`config.mk`:
```
export PLATFORM = sky130hd
export DESIGN_NAME = rvCoreTop
export DESIGN_NICKNAME = d
export VERILOG_FILES = /design/src/common/rvPkg.sv /design/src/design/rvCoreTop.sv /design/src/result/resultStage.sv /design/src/execute/aluUnit.sv /design/src/execute/regFile.sv /design/src/decode/instDecoder.sv
export SDC_FILE = /design/constraint.sdc
export NUM_CORES = 2
export LEC_CHECK = 0
export BUFFER_PORTS_ARGS = -buffer_cell sky130_fd_sc_hd__buf_2
export CORE_MARGIN = 5
export CORE_UTILIZATION = 50
export CTS_CLUSTER_DIAMETER = 40
export DETAILED_ROUTE_END_ITERATION = 10
export PLACE_DENSITY = 0.65
export SLEW_MARGIN = 40
export SYNTH_ARGS = -nofsm -noshare
export SYNTH_HDL_FRONTEND = slang
export SYNTH_SLANG_ARGS = --single-unit
```
`constraint.sdc`:
```
create_clock -name clk -period 9.8 [get_ports clk]
set_input_delay 0 -clock clk [delete_from_list [all_inputs] [get_ports clk]]
set_output_delay 0 -clock clk [all_outputs]
set_load 0.005 [all_outputs]
```
`src/common/rvPkg.sv`:
```
package rvPkg;

    typedef logic [31:0] instT;
    typedef logic [31:0] addrT;
    typedef logic [31:0] dataT;
    typedef logic [4:0]  regNameT;

    // One value per decoded operation.
    typedef enum logic [5:0] {
        NOP,
        LUI,
        AUIPC,
        JAL,
        JALR,
        BEQ,
        BNE,
        BLT,
        BGE,
        BLTU,
        BGEU,
        LB,
        LH,
        LW,
        LBU,
        LHU,
        SB,
        SH,
        SW,
        ADDI,
        SLTI,
        SLTIU,
        XORI,
        ORI,
        ANDI,
        SLLI,
        SRLI,
        SRAI,
        ADD,
        SUB,
        SLL,
        SLT,
        SLTU,
        XOR,
        SRL,
        SRA,
        OR,
        AND
    } opT;

    // RV32I major opcodes.
    localparam logic [6:0] OPC_LUI    = 7'b0110111;
    localparam logic [6:0] OPC_AUIPC  = 7'b0010111;
    localparam logic [6:0] OPC_JAL    = 7'b1101111;
    localparam logic [6:0] OPC_JALR   = 7'b1100111;
    localparam logic [6:0] OPC_BRANCH = 7'b1100011;
    localparam logic [6:0] OPC_LOAD   = 7'b0000011;
    localparam logic [6:0] OPC_STORE  = 7'b0100011;
    localparam logic [6:0] OPC_OPIMM  = 7'b0010011;
    localparam logic [6:0] OPC_OP     = 7'b0110011;

    // Branches, memory ops and NOP leave the register file alone.
    function automatic logic writesReg(opT op);
        logic writes;
        case (op)
            NOP, BEQ, BNE, BLT, BGE, BLTU, BGEU: begin
                writes = 1'b0;
            end
            LB, LH, LW, LBU, LHU, SB, SH, SW: begin
                writes = 1'b0;
            end
            default: begin
                writes = 1'b1;
            end
        endcase
        return writes;
    endfunction

endpackage
```
`src/design/rvCoreTop.sv`:
```
`timescale 1ns/1ns

module rvCoreTop #(
    parameter int REG_COUNT = 32
) (
    input  logic           clk,
    input  logic           rst,
    input  logic           rdy,
    input  logic           instValid,
    input  rvPkg::instT    inst,
    input  rvPkg::addrT    pc,
    input  logic           predTaken,
    output logic           retireValid,
    output rvPkg::addrT    retirePc,
    output rvPkg::regNameT retireRd,
    output rvPkg::dataT    retireValue,
    output logic           redirectValid,
    output rvPkg::addrT    redirectPc
);

    logic           squash;
    logic           decValid;
    rvPkg::opT      decOp;
    rvPkg::regNameT decRs1;
    rvPkg::regNameT decRs2;
    rvPkg::regNameT decRd;
    rvPkg::dataT    decImm;
    rvPkg::addrT    decPc;
    logic           decPredTaken;
    rvPkg::dataT    rs1Value;
    rvPkg::dataT    rs2Value;
    logic           exValid;
    rvPkg::opT      exOp;
    rvPkg::regNameT exRd;
    rvPkg::dataT    exValue;
    rvPkg::addrT    exPc;
    rvPkg::addrT    exTarget;
    logic           exTaken;
    logic           exPredTaken;
    logic           wrEn;
    rvPkg::regNameT wrRd;
    rvPkg::dataT    wrValue;

    instDecoder uInstDecoder (
        .clk(clk), .rst(rst), .rdy(rdy), .squash(squash),
        .instValid(instValid), .inst(inst), .pc(pc), .predTaken(predTaken),
        .decValid(decValid), .decOp(decOp), .decRs1(decRs1), .decRs2(decRs2),
        .decRd(decRd), .decImm(decImm), .decPc(decPc), .decPredTaken(decPredTaken)
    );

    regFile #(.REG_COUNT(REG_COUNT)) uRegFile (
        .clk(clk), .rst(rst), .wrEn(wrEn), .wrRd(wrRd), .wrValue(wrValue),
        .rdRs1(decRs1), .rdRs2(decRs2), .rs1Value(rs1Value), .rs2Value(rs2Value)
    );

    aluUnit uAluUnit (
        .clk(clk), .rst(rst), .rdy(rdy), .squash(squash), .decValid(decValid),
        .decOp(decOp), .decRd(decRd), .decRs1(decRs1), .decRs2(decRs2),
        .decImm(decImm), .decPc(decPc), .decPredTaken(decPredTaken),
        .rs1Value(rs1Value), .rs2Value(rs2Value),
        .exValid(exValid), .exOp(exOp), .exRd(exRd), .exValue(exValue),
        .exPc(exPc), .exTarget(exTarget), .exTaken(exTaken), .exPredTaken(exPredTaken)
    );

    resultStage uResultStage (
        .clk(clk), .rst(rst), .rdy(rdy), .exValid(exValid), .exOp(exOp),
        .exRd(exRd), .exValue(exValue), .exPc(exPc), .exTarget(exTarget),
        .exTaken(exTaken), .exPredTaken(exPredTaken),
        .wrEn(wrEn), .wrRd(wrRd), .wrValue(wrValue),
        .retireValid(retireValid), .retirePc(retirePc), .retireRd(retireRd),
        .retireValue(retireValue), .redirectValid(redirectValid),
        .redirectPc(redirectPc), .squash(squash)
    );

endmodule

```
`src/result/resultStage.sv`:
```
`timescale 1ns/1ns

module resultStage (
    input  logic           clk,
    input  logic           rst,
    input  logic           rdy,
    input  logic           exValid,
    input  rvPkg::opT      exOp,
    input  rvPkg::regNameT exRd,
    input  rvPkg::dataT    exValue,
    input  rvPkg::addrT    exPc,
    input  rvPkg::addrT    exTarget,
    input  logic           exTaken,
    input  logic           exPredTaken,
    output logic           wrEn,
    output rvPkg::regNameT wrRd,
    output rvPkg::dataT    wrValue,
    output logic           retireValid,
    output rvPkg::addrT    retirePc,
    output rvPkg::regNameT retireRd,
    output rvPkg::dataT    retireValue,
    output logic           redirectValid,
    output rvPkg::addrT    redirectPc,
    output logic           squash
);

    logic doesWrite;
    logic isBranch;
    logic mispredict;
    logic keepLive;
    logic squashHold;

    assign doesWrite = rvPkg::writesReg(exOp) && exRd != '0;
    assign isBranch  = exOp inside {rvPkg::BEQ, rvPkg::BNE, rvPkg::BLT,
                                    rvPkg::BGE, rvPkg::BLTU, rvPkg::BGEU};

    // JALR target is unknown at fetch, so it always redirects.
    assign mispredict = (isBranch && exTaken != exPredTaken) ||
                        (exOp == rvPkg::JAL && !exPredTaken) ||
                        (exOp == rvPkg::JALR);

    assign keepLive = exValid && !squash;
    assign wrEn     = rdy && keepLive && doesWrite;
    assign wrRd     = exRd;
    assign wrValue  = exValue;
    // A pending squash survives stall cycles until the next ready edge.
    assign squash   = redirectValid || squashHold;

    always_ff @(posedge clk) begin
        if (rst) begin
            retireValid   <= 1'b0;
            retirePc      <= '0;
            retireRd      <= '0;
            retireValue   <= '0;
            redirectValid <= 1'b0;
            redirectPc    <= '0;
            squashHold    <= 1'b0;
        end else if (rdy) begin
            retireValid   <= keepLive;
            retirePc      <= exPc;
            retireRd      <= doesWrite ? exRd : '0;
            retireValue   <= doesWrite ? exValue : '0;
            redirectValid <= keepLive && mispredict;
            redirectPc    <= exTaken ? exTarget : exPc + 32'd4;
            squashHold    <= 1'b0;
        end else begin
            retireValid   <= 1'b0;
            redirectValid <= 1'b0;
            squashHold    <= squash;
        end
    end

    redirectHasRetire: assert property (@(posedge clk) disable iff (rst)
        redirectValid |-> retireValid)
        else $error("redirect without a retiring instruction");

endmodule

```
`src/execute/aluUnit.sv`:
```
`timescale 1ns/1ns

module aluUnit (
    input  logic           clk,
    input  logic           rst,
    input  logic           rdy,
    input  logic           squash,
    input  logic           decValid,
    input  rvPkg::opT      decOp,
    input  rvPkg::regNameT decRd,
    input  rvPkg::regNameT decRs1,
    input  rvPkg::regNameT decRs2,
    input  rvPkg::dataT    decImm,
    input  rvPkg::addrT    decPc,
    input  logic           decPredTaken,
    input  rvPkg::dataT    rs1Value,
    input  rvPkg::dataT    rs2Value,
    output logic           exValid,
    output rvPkg::opT      exOp,
    output rvPkg::regNameT exRd,
    output rvPkg::dataT    exValue,
    output rvPkg::addrT    exPc,
    output rvPkg::addrT    exTarget,
    output logic           exTaken,
    output logic           exPredTaken
);

    logic        fwdValid;
    rvPkg::dataT opA;
    rvPkg::dataT opB;
    rvPkg::dataT valueNext;
    rvPkg::addrT targetNext;
    logic        takenNext;

    // The previous result is still in flight to the register file.
    assign fwdValid = exValid && exRd != '0 && rvPkg::writesReg(exOp);
    assign opA = (fwdValid && exRd == decRs1) ? exValue : rs1Value;
    assign opB = (fwdValid && exRd == decRs2) ? exValue : rs2Value;

    always_comb begin
        case (decOp)
            rvPkg::LUI:   valueNext = decImm;
            rvPkg::AUIPC: valueNext = decPc + decImm;
            rvPkg::JAL,
            rvPkg::JALR:  valueNext = decPc + 32'd4;
            rvPkg::ADDI:  valueNext = opA + decImm;
            rvPkg::SLTI:  valueNext = {31'd0, $signed(opA) < $signed(decImm)};
            rvPkg::SLTIU: valueNext = {31'd0, opA < decImm};
            rvPkg::XORI:  valueNext = opA ^ decImm;
            rvPkg::ORI:   valueNext = opA | decImm;
            rvPkg::ANDI:  valueNext = opA & decImm;
            rvPkg::SLLI:  valueNext = opA << decImm[4:0];
            rvPkg::SRLI:  valueNext = opA >> decImm[4:0];
            rvPkg::SRAI:  valueNext = $signed(opA) >>> decImm[4:0];
            rvPkg::ADD:   valueNext = opA + opB;
            rvPkg::SUB:   valueNext = opA - opB;
            rvPkg::SLL:   valueNext = opA << opB[4:0];
            rvPkg::SLT:   valueNext = {31'd0, $signed(opA) < $signed(opB)};
            rvPkg::SLTU:  valueNext = {31'd0, opA < opB};
            rvPkg::XOR:   valueNext = opA ^ opB;
            rvPkg::SRL:   valueNext = opA >> opB[4:0];
            rvPkg::SRA:   valueNext = $signed(opA) >>> opB[4:0];
            rvPkg::OR:    valueNext = opA | opB;
            rvPkg::AND:   valueNext = opA & opB;
            default:      valueNext = '0;
        endcase
    end

    always_comb begin
        case (decOp)
            rvPkg::BEQ:  takenNext = (opA == opB);
            rvPkg::BNE:  takenNext = (opA != opB);
            rvPkg::BLT:  takenNext = ($signed(opA) < $signed(opB));
            rvPkg::BGE:  takenNext = ($signed(opA) >= $signed(opB));
            rvPkg::BLTU: takenNext = (opA < opB);
            rvPkg::BGEU: takenNext = (opA >= opB);
            rvPkg::JAL,
            rvPkg::JALR: takenNext = 1'b1;
            default:     takenNext = 1'b0;
        endcase
    end

    // Jump register target drops bit 0.
    assign targetNext = (decOp == rvPkg::JALR) ? ((opA + decImm) & ~32'd1) : (decPc + decImm);

    always_ff @(posedge clk) begin
        if (rst) begin
            exValid     <= 1'b0;
            exOp        <= rvPkg::NOP;
            exRd        <= '0;
            exValue     <= '0;
            exPc        <= '0;
            exTarget    <= '0;
            exTaken     <= 1'b0;
            exPredTaken <= 1'b0;
        end else if (rdy) begin
            exValid     <= decValid && !squash;
            exOp        <= decOp;
            exRd        <= decRd;
            exValue     <= valueNext;
            exPc        <= decPc;
            exTarget    <= targetNext;
            exTaken     <= takenNext;
            exPredTaken <= decPredTaken;
        end
    end

    exOpKnown: assert property (@(posedge clk) disable iff (rst)
        exValid |-> !$isunknown(exOp))
        else $error("exOp unknown while exValid is high");

endmodule

```
`src/execute/regFile.sv`:
```
`timescale 1ns/1ns

module regFile #(
    parameter int REG_COUNT = 32
) (
    input  logic           clk,
    input  logic           rst,
    input  logic           wrEn,
    input  rvPkg::regNameT wrRd,
    input  rvPkg::dataT    wrValue,
    input  rvPkg::regNameT rdRs1,
    input  rvPkg::regNameT rdRs2,
    output rvPkg::dataT    rs1Value,
    output rvPkg::dataT    rs2Value
);

    rvPkg::dataT regs [REG_COUNT];

    always_ff @(posedge clk) begin
        if (rst) begin
            for (int i = 0; i < REG_COUNT; i++) begin
                regs[i] <= '0;
            end
        end else if (wrEn && wrRd != '0) begin
            regs[wrRd] <= wrValue;
        end
    end

    // x0 reads zero; a same-cycle write wins over the stored value.
    assign rs1Value = (rdRs1 == '0) ? '0 :
                      (wrEn && wrRd == rdRs1) ? wrValue : regs[rdRs1];

    assign rs2Value = (rdRs2 == '0) ? '0 :
                      (wrEn && wrRd == rdRs2) ? wrValue : regs[rdRs2];

endmodule

```
`src/decode/instDecoder.sv`:
```
`timescale 1ns/1ns

module instDecoder (
    input  logic           clk,
    input  logic           rst,
    input  logic           rdy,
    input  logic           squash,
    input  logic           instValid,
    input  rvPkg::instT    inst,
    input  rvPkg::addrT    pc,
    input  logic           predTaken,
    output logic           decValid,
    output rvPkg::opT      decOp,
    output rvPkg::regNameT decRs1,
    output rvPkg::regNameT decRs2,
    output rvPkg::regNameT decRd,
    output rvPkg::dataT    decImm,
    output rvPkg::addrT    decPc,
    output logic           decPredTaken
);

    logic [6:0]  opcode;
    logic [2:0]  funct3;
    logic        funct7b5;
    logic [3:0]  funct;
    rvPkg::opT   opNext;
    rvPkg::dataT immNext;

    assign opcode   = inst[6:0];
    assign funct3   = inst[14:12];
    assign funct7b5 = inst[30];
    assign funct    = {funct7b5, funct3};

    // Immediate by instruction format.
    always_comb begin
        case (opcode)
            rvPkg::OPC_LUI, rvPkg::OPC_AUIPC: begin
                immNext = {inst[31:12], 12'b0};
            end
            rvPkg::OPC_JAL: begin
                immNext = {{12{inst[31]}}, inst[19:12], inst[20], inst[30:21], 1'b0};
            end
            rvPkg::OPC_BRANCH: begin
                immNext = {{20{inst[31]}}, inst[7], inst[30:25], inst[11:8], 1'b0};
            end
            rvPkg::OPC_JALR, rvPkg::OPC_OPIMM, rvPkg::OPC_LOAD: begin
                immNext = {{21{inst[31]}}, inst[30:20]};
            end
            rvPkg::OPC_STORE: begin
                immNext = {{21{inst[31]}}, inst[30:25], inst[11:7]};
            end
            default: begin
                immNext = '0;
            end
        endcase
    end

    always_comb begin
        opNext = rvPkg::NOP;
        case (opcode)
            rvPkg::OPC_LUI:   opNext = rvPkg::LUI;
            rvPkg::OPC_AUIPC: opNext = rvPkg::AUIPC;
            rvPkg::OPC_JAL:   opNext = rvPkg::JAL;
            rvPkg::OPC_JALR:  opNext = rvPkg::JALR;
            rvPkg::OPC_BRANCH: begin
                case (funct3)
                    3'b000:  opNext = rvPkg::BEQ;
                    3'b001:  opNext = rvPkg::BNE;
                    3'b100:  opNext = rvPkg::BLT;
                    3'b101:  opNext = rvPkg::BGE;
                    3'b110:  opNext = rvPkg::BLTU;
                    3'b111:  opNext = rvPkg::BGEU;
                    default: opNext = rvPkg::NOP;
                endcase
            end
            rvPkg::OPC_LOAD: begin
                case (funct3)
                    3'b000:  opNext = rvPkg::LB;
                    3'b001:  opNext = rvPkg::LH;
                    3'b010:  opNext = rvPkg::LW;
                    3'b100:  opNext = rvPkg::LBU;
                    3'b101:  opNext = rvPkg::LHU;
                    default: opNext = rvPkg::NOP;
                endcase
            end
            rvPkg::OPC_STORE: begin
                case (funct3)
                    3'b000:  opNext = rvPkg::SB;
                    3'b001:  opNext = rvPkg::SH;
                    3'b010:  opNext = rvPkg::SW;
                    default: opNext = rvPkg::NOP;
                endcase
            end
            rvPkg::OPC_OPIMM: begin
                // Bit 30 is an immediate bit here, except on shifts.
                case (funct3)
                    3'b000:  opNext = rvPkg::ADDI;
                    3'b010:  opNext = rvPkg::SLTI;
                    3'b011:  opNext = rvPkg::SLTIU;
                    3'b100:  opNext = rvPkg::XORI;
                    3'b110:  opNext = rvPkg::ORI;
                    3'b111:  opNext = rvPkg::ANDI;
                    3'b001:  opNext = funct7b5 ? rvPkg::NOP : rvPkg::SLLI;
                    3'b101:  opNext = funct7b5 ? rvPkg::SRAI : rvPkg::SRLI;
                    default: opNext = rvPkg::NOP;
                endcase
            end
            rvPkg::OPC_OP: begin
                case (funct)
                    4'b0000: opNext = rvPkg::ADD;
                    4'b1000: opNext = rvPkg::SUB;
                    4'b0001: opNext = rvPkg::SLL;
                    4'b0010: opNext = rvPkg::SLT;
                    4'b0011: opNext = rvPkg::SLTU;
                    4'b0100: opNext = rvPkg::XOR;
                    4'b0101: opNext = rvPkg::SRL;
                    4'b1101: opNext = rvPkg::SRA;
                    4'b0110: opNext = rvPkg::OR;
                    4'b0111: opNext = rvPkg::AND;
                    default: opNext = rvPkg::NOP;
                endcase
            end
            default: opNext = rvPkg::NOP;
        endcase
    end

    always_ff @(posedge clk) begin
        if (rst) begin
            decValid     <= 1'b0;
            decOp        <= rvPkg::NOP;
            decRs1       <= '0;
            decRs2       <= '0;
            decRd        <= '0;
            decImm       <= '0;
            decPc        <= '0;
            decPredTaken <= 1'b0;
        end else if (rdy) begin
            decValid     <= instValid && !squash;
            decOp        <= opNext;
            decRs1       <= inst[19:15];
            decRs2       <= inst[24:20];
            decRd        <= inst[11:7];
            decImm       <= immNext;
            decPc        <= pc;
            decPredTaken <= predTaken;
        end
    end

    // Wrong-path work must not enter the pipeline.
    squashDropsFetch: assert property (@(posedge clk) disable iff (rst)
        (rdy && squash) |=> !decValid)
        else $error("decValid set after a squash");

endmodule

```
==> impl_results.md <==
* WS Path Type: reg -> reg
* Clock Skew at 76.9 ps
* Number of synthesized flops with an enable pin at between 1k and 1.5k
* Min Clock Period, post-route at 7900 ps
* Nets at between 7k and 8k
* RSZ-0062 raised after global routing: false
* Fraction of layout cells with a size suffix above 1 at 0.209
* CP Cell Sequence: or3_1, o311a_1, and2_4, nor3_4, a221o_1, inv_1, ha_1, inv_1, ha_1, o21bai_1, a21oi_1, o21ai_0, buf_4, o221ai_1, a21oi_1, o21ai_0, a221oi_1, o21bai_1, a21oi_1, mux2_2, o2111ai_1, a31oi_1
* Vias in the first global route at around 68k
* Initial drt markers at between 10k and 15k
* Tcrit/Tclk final at 0.806
* Port buffer count at 171
* CP max-delay cell: or3_1
* Post-Synthesis Cells at between 7k and 8k
* Slew @ Worst Pin at 1010 ps
* Hold Fails Final Rpt at 0
* Fmax at around 130 MHz
* Largest net degree at the start of global routing at 149
* Unique masters post-synth at approximately 110
* CTS tree: done
* Final wirelength at 375 mm
* DRT antenna net count at 0
* Area grow syn2layout at 15.7%
* DR vias/cell at roughly 7.0
* Yosys reg bits at around 1.3k
* Via count at roughly 70k
* CTS-repair resized insts at 0
* Grt total ovfl at 0
* Synth warn at 0
* Max-slew headroom at 0.322
* Avg WL per Cell at roughly 37 µm
* H-tree levels at 4
* Top FF cell, synth: edfxtp_1
* HP Class: in -> reg
* Startpoint types: flop
* Outcome: finished, final reports clean
* Post-detail-place hpwl at around 250 mm
* Die height at around 420 µm
* Setup Buffers After CTS at 0
* Total CTS buffers at 209
* TNS Setup at 0 ps
* Mapped Avg Cell Area at ~11 µm²
* Clock sinks at about 1.3k
* Delay-heaviest family, CP: compound AO/OA/AOI/OAI gates
* CP required at between 10000 and 15000 ps
* Max Root-Sink Buffers at 3
* Initial antenna violation count at 37
* Gr usage total at 0.418
* Cell Area, Synth at ~84000 µm²
* Final hold slack at approximately 71 ps
* Die W at approximately 420 µm
* Worst Path Arrival at around 8600 ps
* Most frequent cells in the layout: 1024 x edfxtp_1, 1010 x and2_1, 545 x nor2_1
* Die Area at 177000 µm²
* CORE AREA at 167000 µm²
* Buf+Inv Stages, Crit Path at 3
* DRC viols at 0
* Final setup vio count at 0
* Crit end category: flop
* Hold_buf cts at 147
* CP max stage delay at between 700 and 800 ps
* Async SR Flop Fraction at 0
* Seq/Total Area, Yosys at 0.439
* Drt first pass iters at 7
* Final Max Slew Viols at 0
* Max cap viols at 0
* Skew-Pair Late Insertion Delay at about 900 ps
* CTS Root Cell: clkbuf_16
* Row cnt at 150
* CTS clk-pin slew, worst paths at 50 ps
* Most frequent CP cell: a21oi_1
* Worst VDD drop at around 0.16 mV
* Static Leakage at around 36 nW
* I/O pin count at around 170
* Initial Util at 0.504
* Crit path max fanout at 40
* First-pass GRT wire length at 523 mm
* Pwr dens at approximately 180 nW/µm²
* Gp weighted congestion at 1.18
* Commonest non-fill, non-tap cell in the layout: edfxtp_1
## sequential cells by signal (all words and copies together), names as in the netlist, 6 cells and up, named ones only
signal,cells
uAluUnit.exOp,6
uAluUnit.exPc,32
uAluUnit.exTarget,32
uAluUnit.exValue,32
uInstDecoder.decImm,32
uInstDecoder.decOp,6
uInstDecoder.decPc,32
uRegFile.regs,1024
uResultStage.redirectPc,32
uResultStage.retirePc,32
uResultStage.retireValue,32
## cell families after synthesis
family / Yosys count / share of synthesized area
other: 1 / 0.0000445
XOR/XNOR: 159 / 0.0165
flip-flops: 1336 / 0.439
AO/OA/AOI/OAI: 1491 / 0.121
AND/OR/NAND/NOR: 2465 / 0.153
adder cells (fa/ha/maj): 167 / 0.0250
multiplexers: 1028 / 0.203
buffers and inverters: 842 / 0.0430
## per-stage QoR
stage / std cells / power (mW) / instance area, µm² / utilization / setup slack (ps)
after floorplan: 7520 / 8.46 / 84500 / - / 3950
after global placement: 9502 / 9.75 / 88200 / 0.527 / 1930
after detailed placement: 9512 / 9.78 / 88500 / 0.528 / 1960
after CTS: 10100 / 17.7 / 97500 / 0.582 / 1910
after global routing: 10100 / 18.2 / 97600 / 0.583 / 1630
final: 10100 / 17.8 / 97600 / 0.583 / 1900
## power by group
part / internal [mW] / switching, mW
registers: 6.27 / 0.154
logic: 1.17 / 2.32
clock network: 4.84 / 3.06
## routing by layer
layer	vias to the layer above	track usage	part of all wire
li1	28700	-	-
met1	35100	0.528	0.36
met2	5646	0.616	0.43
met3	1424	0.141	0.14
met4	16	0.269	0.079
met5	-	0	0.00029
## path summary, 6_finish.rpt
| kind | start | end | slack, ps | cells after the start |
|---|---|---|---|---|
| hold reg to reg | uAluUnit.exOp[4] | uResultStage.redirectValid | 440 | 1 |
| hold / removal | inst[1] | uInstDecoder.decOp[1] | 70 | 5 |
| setup reg to reg | uAluUnit.exRd[4] | uAluUnit.exTaken | 1900 | 22 |
| setup / recovery | uAluUnit.exRd[4] | uAluUnit.exTaken | 1900 | 22 |
## tightest hold or removal path: stages
cell	delay [ps]
buf_2	70
nand2_1	140
nor3_4	330
o41ai_2	190
o21ai_0	160
## area by class of cell
cell class              count  area, µm²
fillers                 13600      69800
multi-input cells        5342      44800
flip-flops and latches   1336      37000
clock buffers             236       5470
repair buffers            621       4810
well taps                2204       2760
clock inverters           161       2070
inverters                 161        607
diodes                     23       57.6
## cells in the mapped netlist (all sizes together), types with 110 or more instances
cell / instances / area, µm²
mux4: 538 / 12100
nand2: 351 / 1330
edfxtp: 1024 / 30700
ha: 164 / 2050
o21ai: 294 / 1490
buf: 219 / 1290
dfxtp: 312 / 6250
mux2i: 432 / 4340
inv: 160 / 603
a21oi: 341 / 1720
nor2: 587 / 2210
clkbuf: 462 / 1740
nor3: 135 / 686
xnor2: 110 / 963
and2: 1014 / 6350
(Power assumes the default switching activity.)
